**src/hdl/acc_pkg.sv**
```systemverilog
// accelerator shared definitions
`default_nettype none

package acc_pkg;

  localparam int ADDR_W      = 32;
  localparam int DATA_W      = 128;
  localparam int LANE_W      = 32;
  localparam int LANES       = DATA_W / LANE_W;
  localparam int BLOCK_WORDS = 4;
  localparam int LITE_ADDR_W = 12;
  localparam int LITE_DATA_W = 32;

  typedef logic [ADDR_W-1:0] addr_t;
  typedef logic [DATA_W-1:0] word_t;
  typedef logic [LANE_W-1:0] lane_t;
  typedef logic [7:0]        axlen_t;

  localparam axlen_t ARLEN_BLOCK = axlen_t'(BLOCK_WORDS - 1);

  // control register map
  localparam logic [LITE_ADDR_W-1:0] REG_CTRL = 12'h000;
  localparam logic [LITE_ADDR_W-1:0] REG_IFM  = 12'h010;
  localparam logic [LITE_ADDR_W-1:0] REG_WGT  = 12'h018;
  localparam logic [LITE_ADDR_W-1:0] REG_OFM  = 12'h020;

  typedef struct packed {
    addr_t  araddr;
    axlen_t arlen;
  } axi_ar_t;

  typedef struct packed {
    word_t rdata;
    logic  rlast;
  } axi_r_t;

  typedef struct packed {
    addr_t  awaddr;
    axlen_t awlen;
  } axi_aw_t;

  typedef struct packed {
    word_t               wdata;
    logic [DATA_W/8-1:0] wstrb;
    logic                wlast;
  } axi_w_t;

  typedef struct packed {
    logic [LITE_ADDR_W-1:0] awaddr;
  } lite_aw_t;

  typedef struct packed {
    logic [LITE_DATA_W-1:0]   wdata;
    logic [LITE_DATA_W/8-1:0] wstrb;
  } lite_w_t;

  typedef enum logic [1:0] {
    IDLE,
    FETCH,
    WRITE,
    DONE
  } seq_state_t;

endpackage

`default_nettype wire

```
**src/hdl/acc_ctrl_regs.sv**
```systemverilog
// AXI4-Lite control slave
`default_nettype none
`timescale 1ns/1ps

module acc_ctrl_regs (
  input  logic                            clk,
  input  logic                            rst_n,
  input  logic                            s_awvalid,
  input  acc_pkg::lite_aw_t               s_aw,
  output logic                            s_awready,
  input  logic                            s_wvalid,
  input  acc_pkg::lite_w_t                s_w,
  output logic                            s_wready,
  output logic                            s_bvalid,
  output logic [1:0]                      s_bresp,
  input  logic                            s_bready,
  input  logic                            s_arvalid,
  input  logic [acc_pkg::LITE_ADDR_W-1:0] s_araddr,
  output logic                            s_arready,
  output logic                            s_rvalid,
  output logic [acc_pkg::LITE_DATA_W-1:0] s_rdata,
  output logic [1:0]                      s_rresp,
  input  logic                            s_rready,
  output logic                            ap_start,
  input  logic                            ap_done,
  input  logic                            ap_idle,
  output acc_pkg::addr_t                  ifm_base,
  output acc_pkg::addr_t                  wgt_base,
  output acc_pkg::addr_t                  ofm_base
);
  import acc_pkg::*;

  logic                   wr_en;
  logic                   rd_en;
  logic                   done_q;
  logic [LITE_DATA_W-1:0] rd_mux;

  function automatic addr_t merge_bytes(addr_t cur, lite_w_t w);
    addr_t res;
    res = cur;
    for (int b = 0; b < LITE_DATA_W / 8; b++) begin
      if (w.wstrb[b]) begin
        res[b*8 +: 8] = w.wdata[b*8 +: 8];
      end
    end
    return res;
  endfunction

  // address and data taken together with one write in flight
  assign wr_en     = s_awvalid && s_wvalid && !s_bvalid;
  assign s_awready = wr_en;
  assign s_wready  = wr_en;
  assign s_bresp   = 2'b00;

  assign s_arready = !s_rvalid;
  assign rd_en     = s_arvalid && s_arready;
  assign s_rresp   = 2'b00;

  always_ff @(posedge clk) begin
    if (!rst_n) begin
      s_bvalid <= 1'b0;
      ap_start <= 1'b0;
      ifm_base <= '0;
      wgt_base <= '0;
      ofm_base <= '0;
    end else begin
      ap_start <= 1'b0;
      if (wr_en) begin
        s_bvalid <= 1'b1;
      end else if (s_bready) begin
        s_bvalid <= 1'b0;
      end
      if (wr_en) begin
        case (s_aw.awaddr)
          // start only counts while the engine is idle
          REG_CTRL: ap_start <= s_w.wstrb[0] && s_w.wdata[0] && ap_idle;
          REG_IFM:  ifm_base <= merge_bytes(ifm_base, s_w);
          REG_WGT:  wgt_base <= merge_bytes(wgt_base, s_w);
          REG_OFM:  ofm_base <= merge_bytes(ofm_base, s_w);
          default:  ;
        endcase
      end
    end
  end

  always_comb begin
    case (s_araddr)
      REG_CTRL: rd_mux = {{(LITE_DATA_W-3){1'b0}}, ap_idle, done_q, 1'b0};
      REG_IFM:  rd_mux = ifm_base;
      REG_WGT:  rd_mux = wgt_base;
      REG_OFM:  rd_mux = ofm_base;
      default:  rd_mux = '0;
    endcase
  end

  always_ff @(posedge clk) begin
    if (!rst_n) begin
      s_rvalid <= 1'b0;
      done_q   <= 1'b0;
    end else begin
      if (rd_en) begin
        s_rvalid <= 1'b1;
      end else if (s_rready) begin
        s_rvalid <= 1'b0;
      end
      // a new done wins over a clearing read
      done_q <= ap_done || (done_q && !(rd_en && s_araddr == REG_CTRL))
;
    end
  end

  always_ff @(posedge clk) begin
    if (rd_en) begin
      s_rdata <= rd_mux;
    end
  end

  a_start_when_idle: assert property (
    @(posedge clk) disable iff (!rst_n) ap_start |-> ap_idle
  );

endmodule

`default_nettype wire

```
**config.mk**
```make
export PLATFORM = sky130hd
export DESIGN_NAME = acc_ctrl_regs
export DESIGN_NICKNAME = d
export VERILOG_FILES = /design/src/hdl/acc_pkg.sv /design/src/hdl/acc_ctrl_regs.sv
export SDC_FILE = /design/constraint.sdc
export NUM_CORES = 1
export LEC_CHECK = 0
export ABC_AREA = 1
export BUFFER_PORTS_ARGS = -buffer_cell sky130_fd_sc_hd__buf_2
export CAP_MARGIN = 20
export CORE_MARGIN = 2
export CORE_UTILIZATION = 47
export CTS_CLUSTER_SIZE = 16
export DETAILED_ROUTE_END_ITERATION = 16
export PLACE_DENSITY = 0.76
export SLEW_MARGIN = 30
export SYNTH_ARGS = -nofsm -noshare
export SYNTH_HDL_FRONTEND = slang
export SYNTH_SLANG_ARGS = --single-unit
```
**constraint.sdc**
```tcl
create_clock -name clk -period 2.18 [get_ports clk]
set_input_delay 0.109 -clock clk [delete_from_list [all_inputs] [get_ports clk]]
set_output_delay 0.109 -clock clk [all_outputs]
set_load 0.01 [all_outputs]
```
# ---- Word level (Yosys, flattened, before mapping)
# Cells that the tools add are included.
dict set report op_classes {
  mux 5
  n_eq_ne 6
  n_reduce_logical 28
}
# op n
set op_table {}
lappend op_table {{$pmux 32 s4} 1}
lappend op_table {{$eq 12x5->1 const B} 4}
lappend op_table {{$reduce_and 3->1} 13}
lappend op_table {{$eq 12x6->1 const B} 2}
lappend op_table {{$logic_not 12->1} 2}
lappend op_table {{$logic_and 1x1->1} 7}
lappend op_table {{$mux 1} 4}
lappend op_table {{$reduce_bool 2->1} 2}
lappend op_table {{$logic_not 1->1} 3}
lappend op_table {{$logic_or 1x1->1} 1}
dict set report totals {
  register_bits 132
  out_inout_bits 138
}

# ---- Logic depth before layout (Yosys ltp)
# Gate-level depths: netlist (run 1).
dict set report logic_depth {
  word_depth 6
  ltp_mapped 9
  mapped_depth_nobuf 8
}

# ---- Worst setup path before layout (run 1)
# OpenSTA, ideal clock, no wires.
dict set report synth_path {
  path_kind {register to register}
  start {register s_rvalid}
  end {register done_q}
  required_time_ns 2.062
  t_arrival_ns 2.090
  stages_incl_launch_ff 5
  path_slack_ns -0.028
  cell_sequence {dfxtp_1 -> nor2_1 -> nand3_1 -> nand2_1 -> a21oi_1}
}
dict set report synth_via {
  elab_chain_len 6
}
# element line
set synth_lines {}
lappend synth_lines {{start, declared} acc_ctrl_regs.sv:20} ;# output logic s_rvalid,
lappend synth_lines {{start signal, assigned} acc_ctrl_regs.sv:98} ;# s_rvalid <= 1'b0;
lappend synth_lines {{start signal, assigned} acc_ctrl_regs.sv:102} ;# s_rvalid <= 1'b1;
lappend synth_lines {{start signal, assigned} acc_ctrl_regs.sv:104} ;# s_rvalid <= 1'b0;
lappend synth_lines {{$logic_not 1->1} acc_ctrl_regs.sv:55} ;# assign s_arready = !s_rvalid;
lappend synth_lines {{$logic_and 1x1->1} acc_ctrl_regs.sv:56} ;# assign rd_en = s_arvalid && s_arready;
lappend synth_lines {{net rd_en} acc_ctrl_regs.sv:34} ;# logic rd_en;
lappend synth_lines {{$logic_and 1x1->1} acc_ctrl_regs.sv:107} ;# done_q <= ap_done || (done_q && !(rd_en && s_araddr == REG_CTRL))
lappend synth_lines {{$logic_not 1->1} acc_ctrl_regs.sv:107}
lappend synth_lines {{$logic_and 1x1->1} acc_ctrl_regs.sv:107}
lappend synth_lines {{$logic_or 1x1->1} acc_ctrl_regs.sv:107}
lappend synth_lines {{end signal, assigned} acc_ctrl_regs.sv:107}
lappend synth_lines {{end, declared} acc_ctrl_regs.sv:35} ;# logic done_q;
# The timed path passes the listed nets, and every way through them passes these cells.
# A chain may end at the register's enable or synchronous reset.

# ---- Final worst setup path (run 1)
dict set report layout_path {
  start {register s_bvalid}
  end {register wgt_base[3]}
}
dict set report layout_via {
  elab_chain_len 3
}
# element line
set layout_lines {}
lappend layout_lines {{start, declared} acc_ctrl_regs.sv:14} ;# output logic s_bvalid,
lappend layout_lines {{start signal, assigned} acc_ctrl_regs.sv:61} ;# s_bvalid <= 1'b0;
lappend layout_lines {{start signal, assigned} acc_ctrl_regs.sv:69} ;# s_bvalid <= 1'b1;
lappend layout_lines {{start signal, assigned} acc_ctrl_regs.sv:71} ;# s_bvalid <= 1'b0;
lappend layout_lines {{$logic_not 1->1} acc_ctrl_regs.sv:50} ;# assign wr_en = s_awvalid && s_wvalid && !s_bvalid;
lappend layout_lines {{$logic_and 1x1->1} acc_ctrl_regs.sv:50}
lappend layout_lines {{$reduce_and 3->1 (no source line)} n/a}
lappend layout_lines {{end signal, assigned} acc_ctrl_regs.sv:78} ;# REG_WGT: wgt_base <= merge_bytes(wgt_base, s_w);
lappend layout_lines {{end, declared} acc_ctrl_regs.sv:28} ;# output acc_pkg::addr_t wgt_base,
# Every way passes these cells.

==> results of run 1 <==
## metrics by stage
stage | cell area [um^2] | util | std cells
finish | 8677 | 0.6039 | 1396
global route | 8677 | 0.6039 | 1396
CTS | 8677 | 0.6039 | 1396
detailed placement | 7985 | 0.5557 | 1359
global placement | 7985 | 0.5557 | 1359
floorplan | 6829 | - | 1006
## worst min-delay path by stage
stage,startpoint,end,slack [ns],depth (start not counted)
after floorplan,ap_done,done_q$_SDFF_PN0_,0.24,2
after global placement,ap_done,done_q$_SDFF_PN0_,0.38,3
after detailed placement,ap_done,done_q$_SDFF_PN0_,0.39,3
after CTS,s_w[30],ifm_base[26]$_SDFFE_PN0P_,0.03,5
after global routing,ap_idle,s_rdata[2]$_DFFE_PP_,0.06,3
final,s_w[26],ofm_base[22]$_SDFFE_PN0P_,0.04,5
## cell usage after synthesis, drive strengths merged
master  count  area share
edfxtp     32        0.14
a21oi       2      0.0015
conb        1     0.00055
clkbuf      1     0.00055
nor3        2      0.0022
o21a        1      0.0011
nor2      120       0.074
or2         1     0.00092
nand3b      2      0.0040
buf        53       0.045
nand2     293        0.16
nand3      51       0.046
nor2b       1     0.00092
and2        4      0.0037
nand4      99       0.091
dfxtp     100        0.29
inv       240        0.13
## flip-flops by register name, indices dropped and copies added (netlist names)
name and flops:
ifm_base 32, ofm_base 32, s_rvalid 1, ap_start 1, wgt_base 32, done_q 1, s_bvalid 1, s_rdata 32
## cells in the final DEF (no fill, tap or decap), types with 12 or more instances in the layout
cell type / instances
inv_1: 239
nand4_1: 99
edfxtp_1: 32
nand3_1: 39
buf_2: 201
buf_4: 18
nand3_2: 12
nor2_1: 112
clkbuf_16: 17
dfxtp_1: 100
nand2_1: 293
## worst max-delay path, cell delays in order (launching register included)
cell      delay [ns]
dfxtp_1         0.32
nand3b_4        0.25
nor2_4          0.53
nand3_2         0.34
nand2_1         0.13
inv_1           0.04
nor2_1          0.10
## metal layers
| layer | wire length, um | part of all wire | vias to the layer above | GRT usage |
|---|---|---|---|---|
| li1 | - | - | 3421 | - |
| met1 | 8305 | 0.45 | 2987 | 0.2999 |
| met2 | 8938 | 0.48 | 224 | 0.3970 |
| met3 | 1068 | 0.058 | 18 | 0.06143 |
| met4 | 214 | 0.012 | 0 | 0.07469 |
| met5 | 0 | 0 | - | 0 |
## cells by family after synthesis
| kind of cell | synth area share |
|---|---|
| other | 0.0005502 |
| AND/OR/NAND/NOR | 0.3846 |
| AO/OA/AOI/OAI | 0.002571 |
| flip-flops | 0.4347 |
| buffers and inverters | 0.1775 |
## area by class of cell
class                   instances  area share
repair buffers                228      0.1465
clock buffers                  22     0.05350
clock inverters                10     0.02048
multi-input cells             580      0.3077
flip-flops and latches        132      0.3415
well taps                     184     0.02653
inverters                     240      0.1038
## power by group
part / internal, uW / total, uW / switching [uW]
Clock: 2080 / 3140 / 1060
Sequential: 2540 / 2550 / 8.99
Combinational: 130 / 359 / 228
Total: 4750 / 6050 / 1300
==> run_results.csv, run 1 <==
group,metric,value,unit
power,ir_worst_vdd,0.5126,mV
clocking,clk_latency,0.43,ns
clocking,clk_path_buf_depth,2,
setup_path,startpoint_type,"flop",
grt,grt_pass1_wl,29740,um
clocking,tritoncts_num_sinks,132,
grt,grt_antenna_before_repair,0,
setup_path,worstSetupPathType,"reg -> reg",
finish,multi_input_area,2670,um^2
power,p_leak,0.004530,uW
synthesis,ys_seq_area_frac,0.4347,
synthesis,syn_area_per_cell,6.795,um^2
finish,drive_gt1_frac,0.2294,
setup_path,startpoint,"s_bvalid$_SDFFE_PN0P_",
placement,gp_congestion,0.8075,
placement,io_buffer_count,202,
timing,drv_slew,0,
clocking,tritoncts,"yes",
setup_path,critPathMaxFanout,28,
finish,regArea,2963,um^2
drt,detail_route.iter0.violations,465,
placement,pre_cts_slack,0.4359,ns
grt,track_usage,0.2371,
outcome,status,"completed",
floorplan,initial_core_util,0.4743,
grt,grt_start_max_net_pins,51,
power,power.total,6050,uW
timing,fin_setup_tns,0,ns
synthesis,synth.distinct_cells,27,
timing,rsz0062_at_grt,"false",
drt,antenna_left,0,
finish,fillers,1297,
clocking,clk_pin_slew_worst_paths,0.06,ns
floorplan,ios,207,
setup_path,rrSetupSlack,0.39,ns
drt,drt-vias-per-instance,4.764,
hold_path,hold_class,"in -> reg",
timing,min_period,1.789,ns
finish,area_growth_syn_to_layout,27.32,%
finish,antenna_cells,0,
clocking,post_cts_buffers,0,
floorplan,fp.dieArea,15480,um^2
timing,fmax,559.1,MHz
floorplan,core_area,14370,um^2
timing,slew_headroom,0.5869,
timing,worst_slew_pin_slew,0.6182,ns
clocking,cts_made_buffers,17,
timing,worst_hold_slack,0.04003,ns
clocking,cts_root_buffer,"clkbuf_16",
floorplan,rows,44,
synthesis,yosys_warnings,0,
setup_path,r2r-start,"s_bvalid$_SDFFE_PN0P_",
setup_path,endpoint,"wgt_base[3]$_SDFFE_PN0P_",
finish,finalNetCount,1268,
synthesis,postSynthCellCount,1003,
clocking,htreeDepth,4,
grt,grt.overflow.total,0,
floorplan,dieHeight,124.4,um
timing,postLayoutSetupSlackWorst,0.3915,ns
timing,clock_skew,0.006787,ns
setup_path,worstReg2RegEnd,"wgt_base[3]$_SDFFE_PN0P_",
flow_run,max_cap_viol_count,0,
setup_path,reg2reg_depth,6,
placement,dpl.hpwl,12370,um
timing,fin_crit_sh,0.8204,
setup_path,crit_arrival,2.15,ns
timing,hold_viol,0,
synthesis,synth_seq_cells,132,
drt,wire_per_inst,13.27,um
drt,drtPass1Iterations,4,
timing,finalSetupViolations,0,
grt,grt_pass1_vias,6118,
synthesis,syn_area,6815,um^2
clocking,cts_resized,0,
setup_path,worstPathRequired,2.54,ns
clocking,holdBufCountCts,5,
drt,drc,0,
power,powerDensity,697.2,nW/um^2
floorplan,die_w,124.4,um
drt,num_vias,6650,
drt,wirelength,18530,um
setup_path,worstSetupEndpointType,"flop",
No activity file was read; power rests on OpenSTA's default activity.
==> inputs of run 2 (changes only) <==
==> constraint.sdc (replaced) <==
create_clock -name clk -period 1.6 [get_ports clk]
set_input_delay 0.08 -clock clk [delete_from_list [all_inputs] [get_ports clk]]
set_output_delay 0.08 -clock clk [all_outputs]
set_load 0.01 [all_outputs]
==> run_results.csv, run 2 (synthesized netlist as in run 1, its figures left out) <==
group,metric,value,unit
power,p_leak,0.004539,uW
setup_path,crit_arrival,1.82,ns
grt,grt_pass1_wl,30460,um
setup_path,rrSetupSlack,0.1,ns
placement,gp_congestion,0.8027,
drt,drtPass1Iterations,7,
clocking,tritoncts,"yes",
timing,drv_slew,0,
drt,detail_route.iter0.violations,542,
setup_path,cp_slowest_cell,"dfxtp_1",
finish,mostFrequentLayoutCell,"nand2_1",
outcome,status,"completed",
clocking,cts_made_buffers,17,
finish,antenna_cells,0,
timing,min_period,1.502,ns
grt,grt.overflow.total,0,
finish,final_cell_mix,"293 x nand2_1, 239 x inv_1, 201 x buf_2",
clocking,cts_root_buffer,"clkbuf_16",
timing,clock_skew,0.009794,ns
timing,rsz0062_at_grt,"true",
finish,regArea,2963,um^2
placement,pre_cts_slack,0.09355,ns
setup_path,worstPathRequired,1.92,ns
floorplan,die_w,124.4,um
setup_path,path_cells,"nand3b_4 > nor2_4 > buf_4 > nand4_1 > nand2_1 > nor2_1",
floorplan,fp.dieArea,15480,um^2
clocking,htreeDepth,4,
finish,fillers,1281,
clocking,tritoncts_num_sinks,132,
grt,grt_antenna_before_repair,1,
timing,postLayoutSetupSlackWorst,0.09760,ns
drt,antenna_left,0,
placement,io_buffer_count,202,
timing,fin_crit_sh,0.9390,
clocking,clk_pin_slew_worst_paths,0.06,ns
drt,drt-vias-per-instance,4.785,
finish,drive_gt1_frac,0.2301,
hold_path,hold_class,"in -> reg",
power,ir_worst_vdd,0.7062,mV
timing,fin_setup_tns,0,ns
grt,track_usage,0.2424,
drt,num_vias,6723,
floorplan,rows,44,
timing,finalSetupViolations,0,
floorplan,ios,207,
clocking,clk_path_buf_depth,2,
timing,hold_viol,0,
clocking,clk_latency,0.43,ns
flow_run,max_cap_viol_count,0,
floorplan,initial_core_util,0.4743,
grt,grt_pass1_vias,6110,
finish,finalNetCount,1277,
power,powerDensity,881.6,nW/um^2
setup_path,max_stage_delay,0.32,ns
floorplan,dieHeight,124.4,um
finish,area_growth_syn_to_layout,27.54,%
placement,dpl.hpwl,12530,um
drt,wirelength,18730,um
setup_path,worstSetupPathType,"reg -> reg",
setup_path,critPathMaxFanout,15,
setup_path,startpoint_type,"flop",
finish,multi_input_area,2670,um^2
setup_path,worstSetupEndpointType,"flop",
grt,grt_start_max_net_pins,50,
drt,wire_per_inst,13.33,um
floorplan,core_area,14370,um^2
timing,fmax,665.6,MHz
drt,drc,0,
## run 2: area by class of cell
type | count | area share
Tap cell | 184 | 0.02649
Sequential cell | 132 | 0.3409
Clock buffer | 25 | 0.05240
Inverter | 240 | 0.1036
Multi-Input combinational cell | 580 | 0.3072
Clock inverter | 7 | 0.009644
Timing Repair Buffer | 237 | 0.1598
## run 2: worst max-delay path, delay by kind of cell (launching register included)
kind	cells	cell delay (ns)
buffers and inverters	1	0.24
DFF	1	0.32
and+or+nand+nor	5	0.82
## run 2: final timing paths
kind / cells after the start / endpoint / startpoint
setup reg to reg: 6 / ofm_base[13]$_SDFFE_PN0P_ / s_bvalid$_SDFFE_PN0P_
hold reg to reg: 2 / done_q$_SDFF_PN0_ / done_q$_SDFF_PN0_
setup / recovery: 6 / ofm_base[13]$_SDFFE_PN0P_ / s_bvalid$_SDFFE_PN0P_
hold / removal: 5 / ofm_base[11]$_SDFFE_PN0P_ / s_w[15]
## run 2: report_power, final
part | internal [uW] | switching [uW] | total (uW)
Sequential | 3460 | 12.0 | 3470
Combinational | 191 | 318 | 509
Clock | 2270 | 1410 | 3680
Total | 5920 | 1740 | 7660
## run 2: repair_timing
item                                    CTS  global route
hold buffers                              5             0
setup buffers                             0             2
resized for setup                         0             0
endpoints found under the setup margin    0            14
hold endpoints to repair                  4             0
## run 2: stage by stage
step	total power (uW)	cells	hold slack, ns	util	instance area [um^2]
3_5_place_dp	4036	1366	0.3338	0.5629	8088
6_report	7663	1405	0.01230	0.6049	8692
3_3_place_gp	4032	1366	0.3260	0.5629	8088
2_1_floorplan	3818	1006	0.2124	-	6834
5_1_grt	7919	1405	0.03108	0.6049	8692
4_1_cts	7680	1403	0.01241	0.6039	8677
## run 2: routing by layer
layer | part of all wire | up-vias | track usage
li1 | - | 3430 | -
met1 | 0.42 | 2997 | 0.2986
met2 | 0.49 | 270 | 0.4131
met3 | 0.070 | 26 | 0.06357
met4 | 0.016 | 0 | 0.07997
met5 | 0 | - | 0
==> inputs of run 3 (changes only) <==
--- a/config.mk
+++ b/config.mk
@@ -8,11 +8,14 @@
 export ABC_AREA = 1
 export BUFFER_PORTS_ARGS = -buffer_cell sky130_fd_sc_hd__buf_2
 export CAP_MARGIN = 20
+export CELL_PAD_IN_SITES_DETAIL_PLACEMENT = 0
+export CELL_PAD_IN_SITES_GLOBAL_PLACEMENT = 1
 export CORE_MARGIN = 2
-export CORE_UTILIZATION = 47
+export CORE_UTILIZATION = 32
 export CTS_CLUSTER_SIZE = 16
 export DETAILED_ROUTE_END_ITERATION = 16
-export PLACE_DENSITY = 0.76
+export PLACE_DENSITY = 0.75
+export SETUP_SLACK_MARGIN = 0.2
 export SLEW_MARGIN = 30
 export SYNTH_ARGS = -nofsm -noshare
 export SYNTH_HDL_FRONTEND = slang
==> run_results.csv, run 3 (synthesized netlist as in run 1, its figures left out) <==
group,metric,value,unit
outcome,status,"completed",
drt,wire_per_inst,14.04,um
power,clkPwrFrac,0.521,
floorplan,ios,207,
setup_path,path_cells,"nand3b_4 > nor2_4 > buf_4 > clkbuf_16 > nand4_1 > nand2_1 > nor2_1",
setup_path,worstPathRequired,1.92,ns
clocking,tritoncts,"yes",
finish,finalNetCount,1303,
power,p_switching,1914,uW
clocking,cts_made_buffers,17,
timing,finalSetupViolations,0,
setup_path,worstSetupPathType,"reg -> reg",
grt,grt_start_max_net_pins,98,
clocking,tritoncts_num_sinks,132,
setup_path,critPathTopFamily,"simple AND/OR/NAND/NOR gates",
timing,rsz0062_at_grt,"true",
drt,detail_route.iter0.violations,391,
setup_path,critPathMaxFanout,7,
timing,clock_skew,0.008407,ns
floorplan,initial_core_util,0.3252,
clocking,cts_root_buffer,"clkbuf_16",
timing,hold_viol,0,
timing,min_period,1.426,ns
placement,gp_congestion,0.7696,
flow_run,max_cap_viol_count,0,
floorplan,dieHeight,149.9,um
grt,track_usage,0.1857,
power,ir_worst_vdd,0.6789,mV
setup_path,crit_arrival,1.75,ns
clocking,clk_latency,0.42,ns
drt,drc,0,
clocking,clk_pin_slew_worst_paths,0.06,ns
timing,slew_headroom,0.6465,
timing,fin_setup_tns,0,ns
floorplan,core_area,20960,um^2
clocking,htreeDepth,4,
grt,grt_antenna_before_repair,1,
placement,io_buffer_count,202,
timing,drv_slew,0,
drt,antenna_left,0,
floorplan,die_w,149.9,um
timing,worst_slew_pin_slew,0.5302,ns
finish,final_area,9489,um^2
placement,dpl.hpwl,14150,um
finish,final_cell_mix,"267 x nand2_1, 227 x inv_1, 201 x buf_2",
power,seqPwrFrac,0.409,
setup_path,worst-path-buf-inv,2,
drt,drt-vias-per-instance,4.444,
floorplan,rows,53,
timing,worst_hold_slack,0.01399,ns
finish,fillers,2199,
timing,fin_crit_sh,0.8911,
finish,regArea,2964,um^2
drt,drtPass1Iterations,5,
power,p_int,6558,uW
grt,grt_pass1_wl,32350,um
placement,placed_area,8285,um^2
power,p_leak,0.004796,uW
setup_path,max_stage_delay,0.32,ns
grt,grt_pass1_vias,6193,
grt,grt.overflow.total,0,
drt,wirelength,21380,um
hold_path,hold_class,"in -> reg",
power,power_frac_comb,0.070,
setup_path,worstSetupEndpointType,"flop",
power,switching_share,0.2259,
setup_path,cp_slowest_cell,"dfxtp_2",
power,powerDensity,892.7,nW/um^2
finish,multi_input_area,2829,um^2
clocking,clk_path_buf_depth,2,
finish,drive_gt1_frac,0.2847,
timing,fmax,701.4,MHz
floorplan,fp.dieArea,22480,um^2
finish,mostFrequentLayoutCell,"nand2_1",
drt,num_vias,6768,
finish,area_growth_syn_to_layout,39.23,%
setup_path,startpoint_type,"flop",
run 3: cell types whose count changed in the layout (fill, tap and decap cells not counted), moves of 5 or more:
cell / previous run / this run
nand2_1: 293 / 267
nand3_4: 0 / 11
nand2_2: 0 / 26
buf_12: 8 / 15
dlygate4sd3_1: 5 / 10
clkbuf_1: 8 / 1
inv_1: 239 / 227
buf_6: 0 / 8
inv_2: 1 / 13
nand3_2: 12 / 1
run 3: timing repair:
item | 4_1_cts | 5_1_grt
pin swaps | 15 | 52
gates resized for setup | 19 | 51
hold endpoints to repair | 5 | 0
buffers inserted | 10 | 6
gates cloned | 0 | 3
hold buffers | 10 | 0
setup endpoints to repair | 85 | 100
run 3: metal layers:
metal	vias to the layer above	wire length (um)	global-route usage
met1	3066	9974	0.2466
met5	-	0	0
met3	20	1371	0.04604
met2	189	9820	0.3030
li1	3493	-	-
met4	0	213	0.04575
run 3: layout make-up:
type,instances,area share
sequential,132,0.3124
inverter,240,0.09494
clock inverter,12,0.02136
antenna,1,0.0002637
tap,275,0.03626
timing repair buffer,263,0.1886
clock buffer,20,0.04813
multi-input combinational,580,0.2981
run 3: worst reg2reg max path, cell delays in order, from the launching register on:
cell and delay, ns:
dfxtp_2 0.32, nand3b_4 0.26, nor2_4 0.25, buf_4 0.16
clkbuf_16 0.13, nand4_1 0.09, nand2_1 0.07, nor2_1 0.04
run 3: path summary, 6_finish.rpt:
| check | start | to | slack (ns) | cells past startpoint |
|---|---|---|---|---|
| min reg2reg | done_q$_SDFF_PN0_ | done_q$_SDFF_PN0_ | 0.47 | 2 |
| max | s_bvalid$_SDFFE_PN0P_ | wgt_base[24]$_SDFFE_PN0P_ | 0.17 | 7 |
| max reg2reg | s_bvalid$_SDFFE_PN0P_ | wgt_base[24]$_SDFFE_PN0P_ | 0.17 | 7 |
| min | s_w[26] | ifm_base[22]$_SDFFE_PN0P_ | 0.01 | 5 |
run 3: metrics by stage:
stage,total power (uW),worst slack (ns),util,cells
2_1_floorplan,3818,0.3015,-,1006
3_3_place_gp,4047,0.1068,0.3954,1461
3_5_place_dp,4047,0.09186,0.3954,1461
4_1_cts,8519,0.1652,0.4410,1513
5_1_grt,8762,0.07549,0.4527,1522
6_report,8471,0.1743,0.4528,1523
run 3: power by group through the flow:
stage	clock network [uW]	logic (uW)	registers, uW
finish	4410	591	3470
global route	4650	646	3470
detailed placement	0	505	3540
floorplan	0	251	3570
CTS	4490	558	3470
global placement	0	506	3540
